**src/rtl/daqPkg.sv**
```systemverilog
`default_nettype none

package daqPkg;

    //////////////////////////////
    // Sizes
    //////////////////////////////
    localparam int DAC_W         = 10;   // Threshold DAC
    localparam int HEADER_W      = 8;    // ASIC header
    localparam int WINDOW_W      = 12;   // Trigger window length
    localparam int DATA_W        = 16;   // Readout word payload
    localparam int FIFO_DEPTH    = 16;
    localparam int FIFO_AW       = $clog2(FIFO_DEPTH);
    localparam int SC_BIT_CYCLES = 4;    // Clk cycles per select-register bit
    localparam int SC_DIV_W      = $clog2(SC_BIT_CYCLES);
    localparam int SC_FRAME_BITS = HEADER_W + DAC_W;
    localparam int SC_CNT_W      = $clog2(SC_FRAME_BITS);

    // Host register map
    localparam logic [2:0] REG_DAC_VTH   = 3'd0;
    localparam logic [2:0] REG_START_DAC = 3'd1;
    localparam logic [2:0] REG_END_DAC   = 3'd2;
    localparam logic [2:0] REG_WINDOW    = 3'd3;
    localparam logic [2:0] REG_HEADER    = 3'd4;

    // Host actions
    localparam logic [2:0] OP_LOAD_SC     = 3'd0;
    localparam logic [2:0] OP_ACQ_START   = 3'd1;
    localparam logic [2:0] OP_ACQ_STOP    = 3'd2;
    localparam logic [2:0] OP_SWEEP_START = 3'd3;
    localparam logic [2:0] OP_FIFO_CLEAR  = 3'd4;

    //////////////////////////////
    // Types
    //////////////////////////////
    // Host word, tag bit selects the view
    typedef union packed {
        struct packed {
            logic        isAction;   // 0 here
            logic [2:0]  addr;
            logic [11:0] value;
        } regWrite;
        struct packed {
            logic        isAction;   // 1 here
            logic [2:0]  opcode;
            logic [11:0] unused;
        } action;
    } cmdWord_u;

    typedef struct packed {
        logic [HEADER_W-1:0] header;  // Shifted out first
        logic [DAC_W-1:0]    dacVth;
    } scConfig_t;

    typedef struct packed {
        logic select;
        logic srRstb;
        logic srCk;
        logic srIn;
    } scPins_t;

    typedef struct packed {
        logic              source;   // 0 readout, 1 sweep
        logic [DATA_W-1:0] payload;
    } dataWord_t;

    typedef struct packed {
        logic [DAC_W-1:0]    startDac;
        logic [DAC_W-1:0]    endDac;
        logic [WINDOW_W-1:0] window;
    } sweepCfg_t;

endpackage

`default_nettype wire
```
**src/rtl/daqTop.sv**
```systemverilog
`default_nettype none

module daqTop
    import daqPkg::*;
(
    input  logic      Clk,
    input  logic      rstN,
    input  logic      cmdReq,
    input  cmdWord_u  cmdWord,
    input  logic      doutB,
    input  logic      transmitOnB,
    input  logic      trigInB,
    input  logic      rdEn,
    output logic      cmdAck,
    output scPins_t   scPins,
    output logic      sweepBusy,
    output logic      startReadout,
    output dataWord_t rdData,
    output logic      empty
);

    //////////////////////////////
    // Internal nets
    //////////////////////////////
    scConfig_t hostCfg;
    sweepCfg_t sweepCfg;
    logic      loadPulse;
    logic      sweepPulse;
    logic      acqOn;
    logic      fifoClear;
    logic      loadReq;     // Sweep to loader
    logic      loadAck;
    scConfig_t frame;
    logic      acqReq;      // Readout peer
    logic      acqAck;
    dataWord_t acqWord;
    logic      swReq;       // Sweep peer
    logic      swAck;
    dataWord_t swWord;
    logic      wrEn;        // Arbiter to FIFO
    dataWord_t wrData;
    logic      full;

    cmdDecoder cmdDecoder_i (
        .Clk, .rstN, .cmdReq, .cmdWord, .cmdAck,
        .hostCfg, .sweepCfg, .loadPulse, .sweepPulse, .acqOn, .fifoClear
    );

    scLoader scLoader_i (
        .Clk, .rstN, .loadReq, .frame, .loadAck, .scPins
    );

    sweepCtrl sweepCtrl_i (
        .Clk, .rstN, .hostCfg, .sweepCfg, .loadPulse, .sweepPulse, .loadAck,
        .trigInB, .swAck, .loadReq, .frame, .sweepBusy, .swReq, .swWord
    );

    acqReadout acqReadout_i (
        .Clk, .rstN, .acqOn, .doutB, .transmitOnB, .acqAck,
        .startReadout, .acqReq, .acqWord
    );

    fifoArbiter fifoArbiter_i (
        .Clk, .rstN, .acqReq, .acqWord, .swReq, .swWord, .full,
        .acqAck, .swAck, .wrEn, .wrData
    );

    dataFifo dataFifo_i (
        .Clk, .rstN, .clear(fifoClear), .wrEn, .wrData, .rdEn,
        .full, .rdData, .empty
    );

endmodule

`default_nettype wire

```
**src/rtl/dataFifo.sv**
```systemverilog
`default_nettype none

module dataFifo
    import daqPkg::*;
(
    input  logic      Clk,
    input  logic      rstN,
    input  logic      clear,
    input  logic      wrEn,
    input  dataWord_t wrData,
    input  logic      rdEn,
    output logic      full,
    output dataWord_t rdData,
    output logic      empty
);

    dataWord_t          mem [FIFO_DEPTH];
    logic [FIFO_AW-1:0] wrPtr;
    logic [FIFO_AW-1:0] rdPtr;
    logic [FIFO_AW:0]   count;
    logic               doWrite;
    logic               doRead;

    assign full    = (count == (FIFO_AW+1)'(FIFO_DEPTH));
    assign empty   = (count == '0);
    assign doWrite = wrEn && !full;
    assign doRead  = rdEn && !empty;
    assign rdData  = mem[rdPtr];   // Show-ahead

    always_ff @(posedge Clk or negedge rstN) begin
        if (!rstN) begin
            wrPtr <= '0;
            rdPtr <= '0;
            count <= '0;
        end else if (clear) begin
            wrPtr <= '0;
            rdPtr <= '0;
            count <= '0;
        end else begin
            if (doWrite) wrPtr <= wrPtr + 1'b1;
            if (doRead) rdPtr <= rdPtr + 1'b1;
            count <= count + (FIFO_AW+1)'(doWrite) - (FIFO_AW+1)'(doRead);
        end
    end

    always_ff @(posedge Clk) begin
        if (doWrite) mem[wrPtr] <= wrData;
    end

endmodule

`default_nettype wire

```
**src/rtl/fifoArbiter.sv**
```systemverilog
`default_nettype none

module fifoArbiter
    import daqPkg::*;
(
    input  logic      Clk,
    input  logic      rstN,
    input  logic      acqReq,
    input  dataWord_t acqWord,
    input  logic      swReq,
    input  dataWord_t swWord,
    input  logic      full,
    output logic      acqAck,
    output logic      swAck,
    output logic      wrEn,
    output dataWord_t wrData
);

    logic lastSw;   // Last grant went to sweep
    logic acqPend;
    logic swPend;
    logic canWrite;
    logic pickAcq;
    logic pickSw;

    assign acqPend  = acqReq && !acqAck;
    assign swPend   = swReq && !swAck;
    assign canWrite = !full && !wrEn;   // Full not yet updated for a pending write
    assign pickAcq  = canWrite && acqPend && (!swPend || lastSw);
    assign pickSw   = canWrite && swPend && !pickAcq;

    always_ff @(posedge Clk or negedge rstN) begin
        if (!rstN) begin
            lastSw <= 1'b0;
            acqAck <= 1'b0;
            swAck  <= 1'b0;
            wrEn   <= 1'b0;
        end else begin
            wrEn <= pickAcq || pickSw;  // Ack and write share a cycle
            if (pickAcq) begin
                acqAck <= 1'b1;
                lastSw <= 1'b0;
            end else if (acqAck && !acqReq) begin
                acqAck <= 1'b0;
            end
            if (pickSw) begin
                swAck  <= 1'b1;
                lastSw <= 1'b1;
            end else if (swAck && !swReq) begin
                swAck <= 1'b0;
            end
        end
    end

    always_ff @(posedge Clk) begin
        if (pickAcq) wrData <= acqWord;
        else if (pickSw) wrData <= swWord;
    end

endmodule

`default_nettype wire

```
**src/rtl/acqReadout.sv**
```systemverilog
`default_nettype none

module acqReadout
    import daqPkg::*;
(
    input  logic      Clk,
    input  logic      rstN,
    input  logic      acqOn,
    input  logic      doutB,
    input  logic      transmitOnB,
    input  logic      acqAck,
    output logic      startReadout,
    output logic      acqReq,
    output dataWord_t acqWord
);

    logic [1:0]                doutS;      // Two-stage synchronizers
    logic [1:0]                tonS;
    logic [$clog2(DATA_W)-1:0] bitCnt;
    logic [DATA_W-1:0]         shiftReg;
    logic [DATA_W-1:0]         newWord;
    logic                      shiftFull;  // Finished word parked in shifter
    logic                      ackWait;    // Waiting for ack to drop
    logic                      tonAct;
    logic                      wordDone;
    logic                      takeNew;
    logic                      holdFree;
    logic                      loadHold;

    assign tonAct   = ~tonS[1];
    assign newWord  = {shiftReg[DATA_W-2:0], ~doutS[1]};  // Bits arrive inverted
    assign wordDone = tonAct && !shiftFull && (bitCnt == '1);
    assign takeNew  = wordDone && acqOn;                  // Dropped while acq off
    assign holdFree = !acqReq && !ackWait;
    assign loadHold = holdFree && (takeNew || shiftFull);

    assign startReadout = acqOn && holdFree && !shiftFull;

    always_ff @(posedge Clk or negedge rstN) begin
        if (!rstN) begin
            doutS     <= '1;
            tonS      <= '1;
            bitCnt    <= '0;
            shiftFull <= 1'b0;
            acqReq    <= 1'b0;
            ackWait   <= 1'b0;
        end else begin
            doutS <= {doutS[0], doutB};
            tonS  <= {tonS[0], transmitOnB};
            if (!tonAct) bitCnt <= '0;
            else if (!shiftFull) bitCnt <= bitCnt + 1'b1;
            // Four-phase toward arbiter
            if (acqReq && acqAck) begin
                acqReq  <= 1'b0;
                ackWait <= 1'b1;
            end else if (ackWait && !acqAck) begin
                ackWait <= 1'b0;
            end
            if (loadHold) acqReq <= 1'b1;
            if (loadHold) shiftFull <= 1'b0;
            else if (takeNew) shiftFull <= 1'b1;  // Holding register busy
        end
    end

    always_ff @(posedge Clk) begin
        if (tonAct && !shiftFull) shiftReg <= newWord;
        if (loadHold) begin
            acqWord.source  <= 1'b0;
            acqWord.payload <= shiftFull ? shiftReg : newWord;
        end
    end

endmodule

`default_nettype wire

```
**src/rtl/sweepCtrl.sv**
```systemverilog
`default_nettype none

module sweepCtrl
    import daqPkg::*;
(
    input  logic      Clk,
    input  logic      rstN,
    input  scConfig_t hostCfg,
    input  sweepCfg_t sweepCfg,
    input  logic      loadPulse,
    input  logic      sweepPulse,
    input  logic      loadAck,
    input  logic      trigInB,
    input  logic      swAck,
    output logic      loadReq,
    output scConfig_t frame,
    output logic      sweepBusy,
    output logic      swReq,
    output dataWord_t swWord
);

    typedef enum logic [2:0] {
        SW_IDLE, SW_LOAD, SW_LDONE, SW_WIN, SW_WRDAC, SW_WRCNT
    } swState_e;

    swState_e            state;
    logic [DAC_W-1:0]    dac;       // Current step
    logic [DAC_W-1:0]    endQ;      // Sweep end, latched at start
    logic [WINDOW_W-1:0] windowQ;
    logic [WINDOW_W-1:0] winCnt;    // Cycles left in window
    logic [DATA_W-1:0]   trigCnt;   // Saturating trigger count
    logic [2:0]          trigS;     // Sync plus edge stage
    logic                trigFall;

    assign trigFall = trigS[2] & ~trigS[1];

    always_ff @(posedge Clk or negedge rstN) begin
        if (!rstN) begin
            state     <= SW_IDLE;
            loadReq   <= 1'b0;
            frame     <= '0;
            sweepBusy <= 1'b0;
            dac       <= '0;
            endQ      <= '0;
            windowQ   <= '0;
            winCnt    <= '0;
            trigCnt   <= '0;
            trigS     <= '1;
            swReq     <= 1'b0;
            swWord    <= '0;
        end else begin
            trigS <= {trigS[1:0], trigInB};
            case (state)
                //////////////////////////////
                // Start, host load or sweep
                //////////////////////////////
                SW_IDLE: begin
                    if (sweepPulse && sweepCfg.endDac >= sweepCfg.startDac) begin
                        frame.header <= hostCfg.header;
                        frame.dacVth <= sweepCfg.startDac;
                        dac          <= sweepCfg.startDac;
                        endQ         <= sweepCfg.endDac;
                        windowQ      <= sweepCfg.window;
                        sweepBusy    <= 1'b1;
                        loadReq      <= 1'b1;
                        state        <= SW_LOAD;
                    end else if (loadPulse) begin
                        frame   <= hostCfg;      // Plain forward
                        loadReq <= 1'b1;
                        state   <= SW_LOAD;
                    end
                end
                SW_LOAD: begin
                    if (loadAck) begin
                        loadReq <= 1'b0;
                        state   <= SW_LDONE;
                    end
                end
                SW_LDONE: begin                  // Wait ack low
                    if (!loadAck) begin
                        if (sweepBusy) begin
                            winCnt  <= windowQ;
                            trigCnt <= '0;
                            state   <= SW_WIN;
                        end else begin
                            state <= SW_IDLE;
                        end
                    end
                end
                //////////////////////////////
                // Count and report
                //////////////////////////////
                SW_WIN: begin
                    if (winCnt == '0) begin
                        swReq  <= 1'b1;
                        swWord <= '{source: 1'b1, payload: DATA_W'(dac)};
                        state  <= SW_WRDAC;
                    end else begin
                        winCnt <= winCnt - 1'b1;
                        if (trigFall && trigCnt != '1) trigCnt <= trigCnt + 1'b1;
                    end
                end
                SW_WRDAC: begin
                    if (swAck) begin
                        swReq <= 1'b0;
                    end else if (!swReq) begin   // Handshake closed
                        swReq  <= 1'b1;
                        swWord <= '{source: 1'b1, payload: trigCnt};
                        state  <= SW_WRCNT;
                    end
                end
                SW_WRCNT: begin
                    if (swAck) begin
                        swReq <= 1'b0;
                    end else if (!swReq) begin
                        if (dac == endQ) begin
                            sweepBusy <= 1'b0;   // Last step done
                            state     <= SW_IDLE;
                        end else begin
                            dac          <= dac + 1'b1;
                            frame.dacVth <= dac + 1'b1;
                            loadReq      <= 1'b1;
                            state        <= SW_LOAD;
                        end
                    end
                end
                default: state <= SW_IDLE;
            endcase
        end
    end

endmodule

`default_nettype wire

```
**src/rtl/scLoader.sv**
```systemverilog
`default_nettype none

module scLoader
    import daqPkg::*;
(
    input  logic      Clk,
    input  logic      rstN,
    input  logic      loadReq,
    input  scConfig_t frame,
    output logic      loadAck,
    output scPins_t   scPins
);

    typedef enum logic [1:0] {SC_IDLE, SC_RESET, SC_SHIFT, SC_ACK} scState_e;

    scState_e                 state;
    logic [SC_DIV_W-1:0]      div;       // Position inside a bit time
    logic [SC_CNT_W-1:0]      bitCnt;
    logic [SC_FRAME_BITS-1:0] shiftReg;  // Latched frame, MSB on srIn
    logic                     bitEnd;

    assign bitEnd = (div == SC_DIV_W'(SC_BIT_CYCLES - 1));

    // Pins decoded from state
    always_comb begin
        scPins.select = (state == SC_RESET) || (state == SC_SHIFT);
        scPins.srRstb = (state != SC_RESET);  // Low for one bit time
        scPins.srCk   = (state == SC_SHIFT) && (div >= SC_DIV_W'(SC_BIT_CYCLES / 2));
        scPins.srIn   = (state == SC_SHIFT) && shiftReg[SC_FRAME_BITS-1];
    end

    always_ff @(posedge Clk or negedge rstN) begin
        if (!rstN) begin
            state   <= SC_IDLE;
            div     <= '0;
            bitCnt  <= '0;
            loadAck <= 1'b0;
        end else begin
            case (state)
                SC_IDLE: begin
                    if (loadReq) begin
                        div   <= '0;
                        state <= SC_RESET;
                    end
                end
                SC_RESET: begin
                    div <= div + 1'b1;
                    if (bitEnd) begin
                        bitCnt <= '0;
                        state  <= SC_SHIFT;
                    end
                end
                SC_SHIFT: begin
                    div <= div + 1'b1;  // Wraps at bit end
                    if (bitEnd) begin
                        if (bitCnt == SC_CNT_W'(SC_FRAME_BITS - 1)) state <= SC_ACK;
                        else bitCnt <= bitCnt + 1'b1;
                    end
                end
                SC_ACK: begin
                    if (!loadAck) begin
                        loadAck <= 1'b1;            // One cycle after select falls
                    end else if (!loadReq) begin
                        loadAck <= 1'b0;
                        state   <= SC_IDLE;
                    end
                end
                default: state <= SC_IDLE;
            endcase
        end
    end

    always_ff @(posedge Clk) begin
        if (state == SC_IDLE && loadReq) shiftReg <= frame;
        else if (state == SC_SHIFT && bitEnd) shiftReg <= shiftReg << 1;
    end

endmodule

`default_nettype wire

```
**src/rtl/cmdDecoder.sv**
```systemverilog
`default_nettype none

module cmdDecoder
    import daqPkg::*;
(
    input  logic      Clk,
    input  logic      rstN,
    input  logic      cmdReq,
    input  cmdWord_u  cmdWord,
    output logic      cmdAck,
    output scConfig_t hostCfg,
    output sweepCfg_t sweepCfg,
    output logic      loadPulse,
    output logic      sweepPulse,
    output logic      acqOn,
    output logic      fifoClear
);

    logic reqQ;     // Registered host request
    logic execute;  // First cycle of a new request

    assign execute = reqQ & ~cmdAck;

    always_ff @(posedge Clk or negedge rstN) begin
        if (!rstN) begin
            reqQ       <= 1'b0;
            cmdAck     <= 1'b0;
            hostCfg    <= '0;
            sweepCfg   <= '0;
            loadPulse  <= 1'b0;
            sweepPulse <= 1'b0;
            acqOn      <= 1'b0;
            fifoClear  <= 1'b0;
        end else begin
            reqQ       <= cmdReq;
            cmdAck     <= reqQ;    // Ack follows req by two cycles both ways
            loadPulse  <= 1'b0;
            sweepPulse <= 1'b0;
            fifoClear  <= 1'b0;
            if (execute) begin
                if (cmdWord.action.isAction) begin
                    case (cmdWord.action.opcode)
                        OP_LOAD_SC:     loadPulse  <= 1'b1;
                        OP_ACQ_START:   acqOn      <= 1'b1;
                        OP_ACQ_STOP:    acqOn      <= 1'b0;
                        OP_SWEEP_START: sweepPulse <= 1'b1;
                        OP_FIFO_CLEAR:  fifoClear  <= 1'b1;
                        default: ;      // Unknown opcode, ack only
                    endcase
                end else begin
                    // Low bits of the value go to the addressed field
                    case (cmdWord.regWrite.addr)
                        REG_DAC_VTH:   hostCfg.dacVth    <= cmdWord.regWrite.value[DAC_W-1:0];
                        REG_START_DAC: sweepCfg.startDac <= cmdWord.regWrite.value[DAC_W-1:0];
                        REG_END_DAC:   sweepCfg.endDac   <= cmdWord.regWrite.value[DAC_W-1:0];
                        REG_WINDOW:    sweepCfg.window   <= cmdWord.regWrite.value[WINDOW_W-1:0];
                        REG_HEADER:    hostCfg.header    <= cmdWord.regWrite.value[HEADER_W-1:0];
                        default: ;
                    endcase
                end
            end
        end
    end

endmodule

`default_nettype wire

```
**config.mk**
```make
export PLATFORM = sky130hd
export DESIGN_NAME = daqTop
export DESIGN_NICKNAME = d
export VERILOG_FILES = /design/src/rtl/daqPkg.sv /design/src/rtl/daqTop.sv /design/src/rtl/dataFifo.sv /design/src/rtl/fifoArbiter.sv /design/src/rtl/acqReadout.sv /design/src/rtl/sweepCtrl.sv /design/src/rtl/scLoader.sv /design/src/rtl/cmdDecoder.sv
export SDC_FILE = /design/constraint.sdc
export NUM_CORES = 1
export LEC_CHECK = 0
export BUFFER_PORTS_ARGS = -buffer_cell sky130_fd_sc_hd__buf_2
export CAP_MARGIN = 20
export CORE_ASPECT_RATIO = 0.5
export CORE_UTILIZATION = 45
export CTS_BUF_LIST = sky130_fd_sc_hd__clkbuf_2
export DETAILED_ROUTE_END_ITERATION = 8
export HOLD_SLACK_MARGIN = 0.15
export SLEW_MARGIN = 20
export SYNTH_ARGS = -nofsm -noshare
export SYNTH_HDL_FRONTEND = slang
export SYNTH_HIERARCHICAL = 1
export SYNTH_SLANG_ARGS = --single-unit
export TNS_END_PERCENT = 30
```
**constraint.sdc**
```tcl
create_clock -name Clk -period 9 [get_ports Clk]
set_input_delay 0.9 -clock Clk [delete_from_list [all_inputs] [get_ports Clk]]
set_output_delay 0.9 -clock Clk [all_outputs]
set_load 0.02 [all_outputs]
```
==> results.cfg, run 1 <==
[outcome]
run_status = finished clean

[sta]
report.final.hold_viol_count = 0
setup_violations = 0
min_period_over_period_pct = 58.3
worstMarginPinSlew_ns = 0.987
slew_viol_final = 0
clock.fmax_mhz = 190
rsz0062_at_grt = no
slew-limit-headroom_pct = 34.0
tns_ns = 0
final.setup_skew_ns = 0.0876
fin_crit_ns = 5.25

[synthesis]
synth_top_cell_area_share_pct = 44.1
synth_seq_cells = 537
synth-edff-count = 339
syn_nets = 1585
yosysSeqAreaShare_pct = 65.7
yosysUniqueCellTypes = 94
ys_top_cells_by_area = edfxtp_1, dfrtp_1, mux2_2, mux2i_1, mux4_2
async_reset_ff_share_pct = 36.9
yosys.area.top_type = edfxtp_1
synthCells = 1528
netlist_area_sq_um = 23100
syn_avg_cell_area_sq_um = 15.1
ys_dominant_reg_cell = edfxtp_1
synth_warnings = 6

[routing]
vias = 13400
wire_per_inst_microns = 20.3
drc = 0
wirelength_microns = 49800
drt-initial-drc-count = 957
via_per_inst = 5.47
drt-pass1-iter-count = 7
ant_nets = 0

[floorplanning]
die_w_microns = 322
row_count = 58
die_h_microns = 162
initial_core_util_pct = 45.7
num_io_pins = 48
die-area_sq_um = 52200
fp.coreArea_sq_um = 50400

[critical_path]
crit_required_ns = 8.10
crit_path_start_kind = flop
reg2reg_from = sweepCtrl_i/state[0]$_DFFE_PN0P_
r2r_setup_slack_ns = 5.70
reg2reg_depth = 6
worstPathArrival_ns = 4.35
criticalPathCategory = flop to primary output
r2r_end = sweepCtrl_i/frame[10]$_DFFE_PN0P_
end_kind = primary output
path_max_fanout = 44

[global_routing]
grt_pass1_wl_microns = 78100
grt_usage_pct = 19.5
antenna_found_initial = 1
grt_pass1_vias = 13800
grt_overflow = 0
grt_max_degree = 122

[clock_tree]
cts.path.max_buffers = 3
cts_buffers = 118
root_buffer = clkbuf_2
cts_sinks = 537
cts_tree = done
htreeDepth = 3
clk_pin_slew_ns = 0.12
insertion_delay_ns = 1.07
cts-resized-gates = 0
cts_setup_buffers = 0

[power_and_ir_drop]
p_per_area_nw_per_um2 = 286
p_leak_uw = 0.00992
irDropWorstVdd_mv = 0.110
power_uw = 7210

[worst_hold_path]
min_path_cells = 0
hold_path.class = flop to flop
min_to = sweepCtrl_i/trigS[1]$_DFF_PN1_
min-delay-start = sweepCtrl_i/trigS[0]$_DFF_PN1_

[layout]
fillCellCount = 4323
final_cell_mix = edfxtp_1, dfrtp_1, clkbuf_2
layout-drive-gt1-share_pct = 25.8
fin_nets = 1731
area_growth_pct = 9.46
final_common_cell = edfxtp_1

[placed_design]
dp_hpwl_microns = 30100
portBuffers = 47
place_congestion = 0.826

[flow_run]
max-cap-violations = 0
[worst max-delay path: stages, from the launching register on]
cell and delay, ns:
dfrtp_4 0.67, buf_4 0.71, buf_4 0.74, mux2i_1 0.18
a221oi_1 0.43, a22oi_1 0.17, nand2_1 0.17, buf_2 0.19
[final cells by class]
cell class / instances / area [sq um] / area share (%)
Multi-Input combinational cell: 866 / 7310 / 29.0
Tap cell: 690 / 863 / 3.42
Clock inverter: 31 / 154 / 0.610
Clock buffer: 177 / 886 / 3.51
Sequential cell: 537 / 15100 / 60.0
Inverter: 55 / 206 / 0.818
Timing Repair Buffer: 96 / 673 / 2.67
Antenna cell: 1 / 2.50 / 0.00991
[timing repair]
action	4_1_cts	5_1_grt
endpoints found under the hold margin	174	0
hold buffers	23	0
setup endpoints to repair	0	0
[logic make-up after synthesis]
logic type,Yosys count,synth area share (%)
DFF,537,65.7
and+or+nand+nor,294,7.04
AOI/OAI and AO/OA,259,7.73
muxes,243,13.4
buffers and inverters,125,2.90
xor gates and xnor gates,35,1.33
adders and majority gates,34,1.88
other,1,0.0163
[synthesized netlist by cell type, types with 6 or more instances]
cell type / number
nand3_1: 27
ha_1: 33
mux2_1: 17
nand4_1: 12
a21oi_1: 47
and2_1: 13
a221oi_1: 35
a21o_1: 6
inv_1: 53
and3_1: 9
buf_2: 24
dfrtp_1: 191
edfxtp_1: 339
buf_6: 8
o21ai_1: 12
o21a_1: 8
mux2i_1: 78
nor2b_1: 9
xnor2_1: 17
nor3_1: 20
xor2_1: 18
a22o_1: 10
mux2_2: 94
nor3b_1: 6
clkbuf_1: 18
mux4_2: 34
buf_4: 14
a22oi_1: 21
nand2_1: 60
nand2b_1: 7
a211oi_1: 11
or3_1: 8
a31oi_1: 6
o21ai_0: 54
nor2_1: 74
mux2_4: 20
o211ai_1: 18
dfstp_2: 7
[worst max path at each step]
| stage | start | end | slack (ns) | cells after the start |
|---|---|---|---|---|
| final | dataFifo_i/rdPtr[0]$_DFFE_PN0P_ | rdData[14] | 3.75 | 7 |
| after global routing | dataFifo_i/rdPtr[0]$_DFFE_PN0P_ | rdData[14] | 3.32 | 7 |
| after CTS | dataFifo_i/rdPtr[0]$_DFFE_PN0P_ | rdData[14] | 3.53 | 7 |
| after detailed placement | dataFifo_i/rdPtr[0]$_DFFE_PN0P_ | rdData[14] | 4.76 | 7 |
| after global placement | dataFifo_i/rdPtr[0]$_DFFE_PN0P_ | rdData[2] | 4.86 | 6 |
| after floorplan | dataFifo_i/count[2]$_DFF_PN0_ | dataFifo_i/mem[1][0]$_DFFE_PP_ | 5.91 | 5 |
[through the flow]
step / hold slack, ns / instances / setup WS, ns / utilization, % / area [sq um]
finish: 0.357 / 2453 / 3.75 / 50.0 / 25200
global route: 0.365 / 2453 / 3.32 / 50.0 / 25200
CTS: 0.359 / 2452 / 3.53 / 50.0 / 25200
detailed placement: 0.347 / 2221 / 4.76 / 47.5 / 24000
global placement: 0.346 / 2221 / 4.86 / 47.5 / 23900
floorplan: 0.345 / 1528 / 5.91 / - / 23100
[per-layer routing]
layer / up-vias / wire length [microns] / track usage [%]
li1: 6208 / - / -
met5: - / 0 / 0
met1: 6801 / 23300 / 27.4
met4: 0 / 968 / 6.02
met2: 324 / 23100 / 30.8
met3: 73 / 2400 / 3.93
[report_power, final]
part / internal, uW / switching, uW / total (uW)
clock network: 531 / 940 / 1470
logic: 926 / 1280 / 2200
registers: 3130 / 405 / 3530
total: 4590 / 2620 / 7210
[registers in the layout, indices dropped and copies added (netlist names), 3 cells and up]
name / count
dataFifo_i/mem: 272
fifoArbiter_i/wrData: 17
cmdDecoder_i/sweepCfg: 32
sweepCtrl_i/trigCnt: 16
acqReadout_i/shiftReg: 16
sweepCtrl_i/swWord: 17
sweepCtrl_i/state: 3
dataFifo_i/rdPtr: 4
acqReadout_i/bitCnt: 4
sweepCtrl_i/endQ: 10
sweepCtrl_i/trigS: 3
cmdDecoder_i/hostCfg: 18
dataFifo_i/count: 5
scLoader_i/bitCnt: 5
sweepCtrl_i/windowQ: 12
sweepCtrl_i/frame: 18
sweepCtrl_i/dac: 10
dataFifo_i/wrPtr: 4
sweepCtrl_i/winCnt: 12
scLoader_i/shiftReg: 18
acqReadout_i/acqWord: 16
Power figures use the tool's default switching activity.
==> run 2, diff against run 1 <==
--- a/config.mk
+++ b/config.mk
@@ -5,6 +5,7 @@
 export SDC_FILE = /design/constraint.sdc
 export NUM_CORES = 1
 export LEC_CHECK = 0
+export ABC_AREA = 1
 export BUFFER_PORTS_ARGS = -buffer_cell sky130_fd_sc_hd__buf_2
 export CAP_MARGIN = 20
 export CORE_ASPECT_RATIO = 0.5
==> constraint.sdc (replaced) <==
create_clock -name Clk -period 4.83 [get_ports Clk]
set_input_delay 0.483 -clock Clk [delete_from_list [all_inputs] [get_ports Clk]]
set_output_delay 0.483 -clock Clk [all_outputs]
set_load 0.02 [all_outputs]
==> run 2 against run 1 <==
  * First-iteration DRC count rose by 51%
  * Sequential power rose by 86%
  * Routed wire length rose by 17%
  * Power rose by 91%
  * Global-route usage rose by 1.8 points
  * Critical path type unchanged
  * Largest cell class unchanged
  * Largest power group unchanged
==> results.cfg, run 2 <==
[floorplanning]
initial_core_util_pct = 46.3
fp.coreArea_sq_um = 52800
die-area_sq_um = 55300
row_count = 59
num_io_pins = 48
die_w_microns = 332
die_h_microns = 167

[outcome]
run_status = finished clean

[synthesis]
ys_top_cells_by_area = edfxtp_1, dfrtp_1, nand2_1, nand3_1, inv_1
netlist_area_sq_um = 24500
async_reset_ff_share_pct = 36.9
yosysUniqueCellTypes = 46
ys_dominant_reg_cell = edfxtp_1
yosysSeqAreaShare_pct = 61.9
synth_seq_cells = 537
synthCells = 2631
syn_nets = 2688
yosys.area.top_type = edfxtp_1
syn_avg_cell_area_sq_um = 9.30
synth_warnings = 6
synth_top_cell_area_share_pct = 41.6
synth_most_common_cell = nand2_1
ys_top_cells_by_count = nand2_1, edfxtp_1, nand3_1
synth-edff-count = 339

[sta]
slew-limit-headroom_pct = 24.3
slew_viol_final = 0
worstMarginPinSlew_ns = 1.13
report.final.hold_viol_count = 0
rsz0062_at_grt = no
setup_violations = 0
final.setup_skew_ns = 0.112
clock.fmax_mhz = 237
tns_ns = 0
min_period_over_period_pct = 87.2
fin_crit_ns = 4.21

[placed_design]
portBuffers = 47
place_congestion = 0.878
dp_hpwl_microns = 34800
dpl.cell_count = 3305

[routing]
ant_nets = 0
drc = 0
via_per_inst = 5.01
vias = 18000
wire_per_inst_microns = 16.2
wirelength_microns = 58200
drt-pass1-iter-count = 6
drt-initial-drc-count = 1449

[critical_path]
end_kind = primary output
worstPathArrival_ns = 3.73
path_max_fanout = 55
criticalPathCategory = flop to primary output
crit_required_ns = 4.35
crit_path_start_kind = flop
r2r_setup_slack_ns = 1.22

[layout]
fin_nets = 2842
final_cell_mix = nand2_1, edfxtp_1, nand3_1
reg_top3 = dataFifo_i/mem: 272 flops, cmdDecoder_i/sweepCfg: 32 flops
area_growth_pct = 10.3
layout-drive-gt1-share_pct = 12.4
largest_register_ffs = 272
fin_cells = 3586
fillCellCount = 4908
final_common_cell = nand2_1
largest-register = dataFifo_i/mem

[power_and_ir_drop]
p_leak_uw = 0.0123
irDropWorstVdd_mv = 0.227
p_per_area_nw_per_um2 = 510

[clock_tree]
htreeDepth = 3
clk_pin_slew_ns = 0.13
cts_tree = done
cts_buffers = 118
insertion_delay_ns = 1.14
cts_sinks = 537
cts.path.max_buffers = 3
root_buffer = clkbuf_2
cts_setup_buffers = 0

[global_routing]
grt_max_degree = 118
grt_pass1_vias = 17200
grt_overflow = 0
antenna_found_initial = 1
grt_usage_pct = 21.3
grt_pass1_wl_microns = 92900

[flow_run]
max-cap-violations = 0

[worst_hold_path]
hold_path.class = primary input to flop
[run 2: worst paths after layout]
path                                                  startpoint                                end  cells past startpoint
setup / recovery                 dataFifo_i/rdPtr[0]$_DFFE_PN0P_                          rdData[9]                      8
hold / removal                                       cmdWord[14]  cmdDecoder_i/sweepPulse$_DFF_PN0_                      5
min in group asynchronous                                   rstN     sweepCtrl_i/trigS[2]$_DFF_PN1_                      3
max in group asynchronous                                   rstN   scLoader_i/bitCnt[1]$_DFFE_PN0P_                      4
setup reg to reg           cmdDecoder_i/sweepCfg[31]$_DFFE_PN0P_     sweepCtrl_i/dac[2]$_DFFE_PN0P_                     11
hold reg to reg                   sweepCtrl_i/trigS[1]$_DFF_PN1_     sweepCtrl_i/trigS[2]$_DFF_PN1_                      0
[run 2: logic make-up (layout without fill, tap and decap cells)]
kind of cell / count (synthesis) / count (layout) / synth area share (%)
simple gates: 1559 / 1559 / 26.5
buf+inv: 347 / 600 / 6.25
xor+xnor: 13 / 13 / 0.466
fa+ha+maj: 34 / 34 / 1.77
other cells: 1 / 2 / 0.0153
flops: 537 / 537 / 61.9
compound gates: 140 / 140 / 3.12
[run 2: critical path: stages, from the launching register on]
cell	delay, ns
dfrtp_4	0.88
clkinv_2	0.46
buf_4	0.47
nand2_1	0.13
nand3_1	0.08
nand3_1	0.14
nand2_1	0.08
nand2_1	0.15
buf_2	0.19
[run 2: layer usage]
metal	up-vias	global-route usage, %	share of wire (%)
met5	-	0	0
met4	0	5.68	1.4
met3	61	4.08	5.8
met2	443	33.6	45
met1	8547	30.3	47
li1	8914	-	-
[run 2: timing repair]
item	CTS	global route
hold endpoints to repair	261	0
resized for setup	0	0
hold buffers	60	0
[run 2: metrics by stage]
step / worst slack (ns) / power (uW) / cell area, sq um / utilization, % / hold WS [ns]
after floorplan: 2.28 / 9620 / 24500 / - / 0.187
after detailed placement: 1.40 / 10900 / 25200 / 47.8 / 0.348
final: 0.616 / 13700 / 27000 / 51.1 / 0.268
after CTS: 0.459 / 13900 / 27000 / 51.1 / 0.161
after global placement: 1.53 / 10900 / 25200 / 47.8 / 0.347
after global routing: 0.334 / 14800 / 27000 / 51.1 / 0.188
[run 2: layout make-up]
| cell class | count | area [sq um] | share of cell area, % |
|---|---|---|---|
| diodes | 1 | 2.50 | 0.00928 |
| clock buffers | 178 | 891 | 3.30 |
| clock inverters | 41 | 199 | 0.738 |
| inverters | 245 | 921 | 3.41 |
| multi-input cells | 1747 | 7840 | 29.1 |
| flip-flops and latches | 537 | 15100 | 56.2 |
| well taps | 701 | 877 | 3.25 |
| repair buffers | 136 | 1100 | 4.06 |
[run 2: power breakdown]
part | internal (uW) | leakage (uW) | switching, uW
Combinational | 1320 | 0.00583 | 3000
Sequential | 5840 | 0.00568 | 710
Clock | 1050 | 0.000843 | 1820
Total | 8210 | 0.0123 | 5530
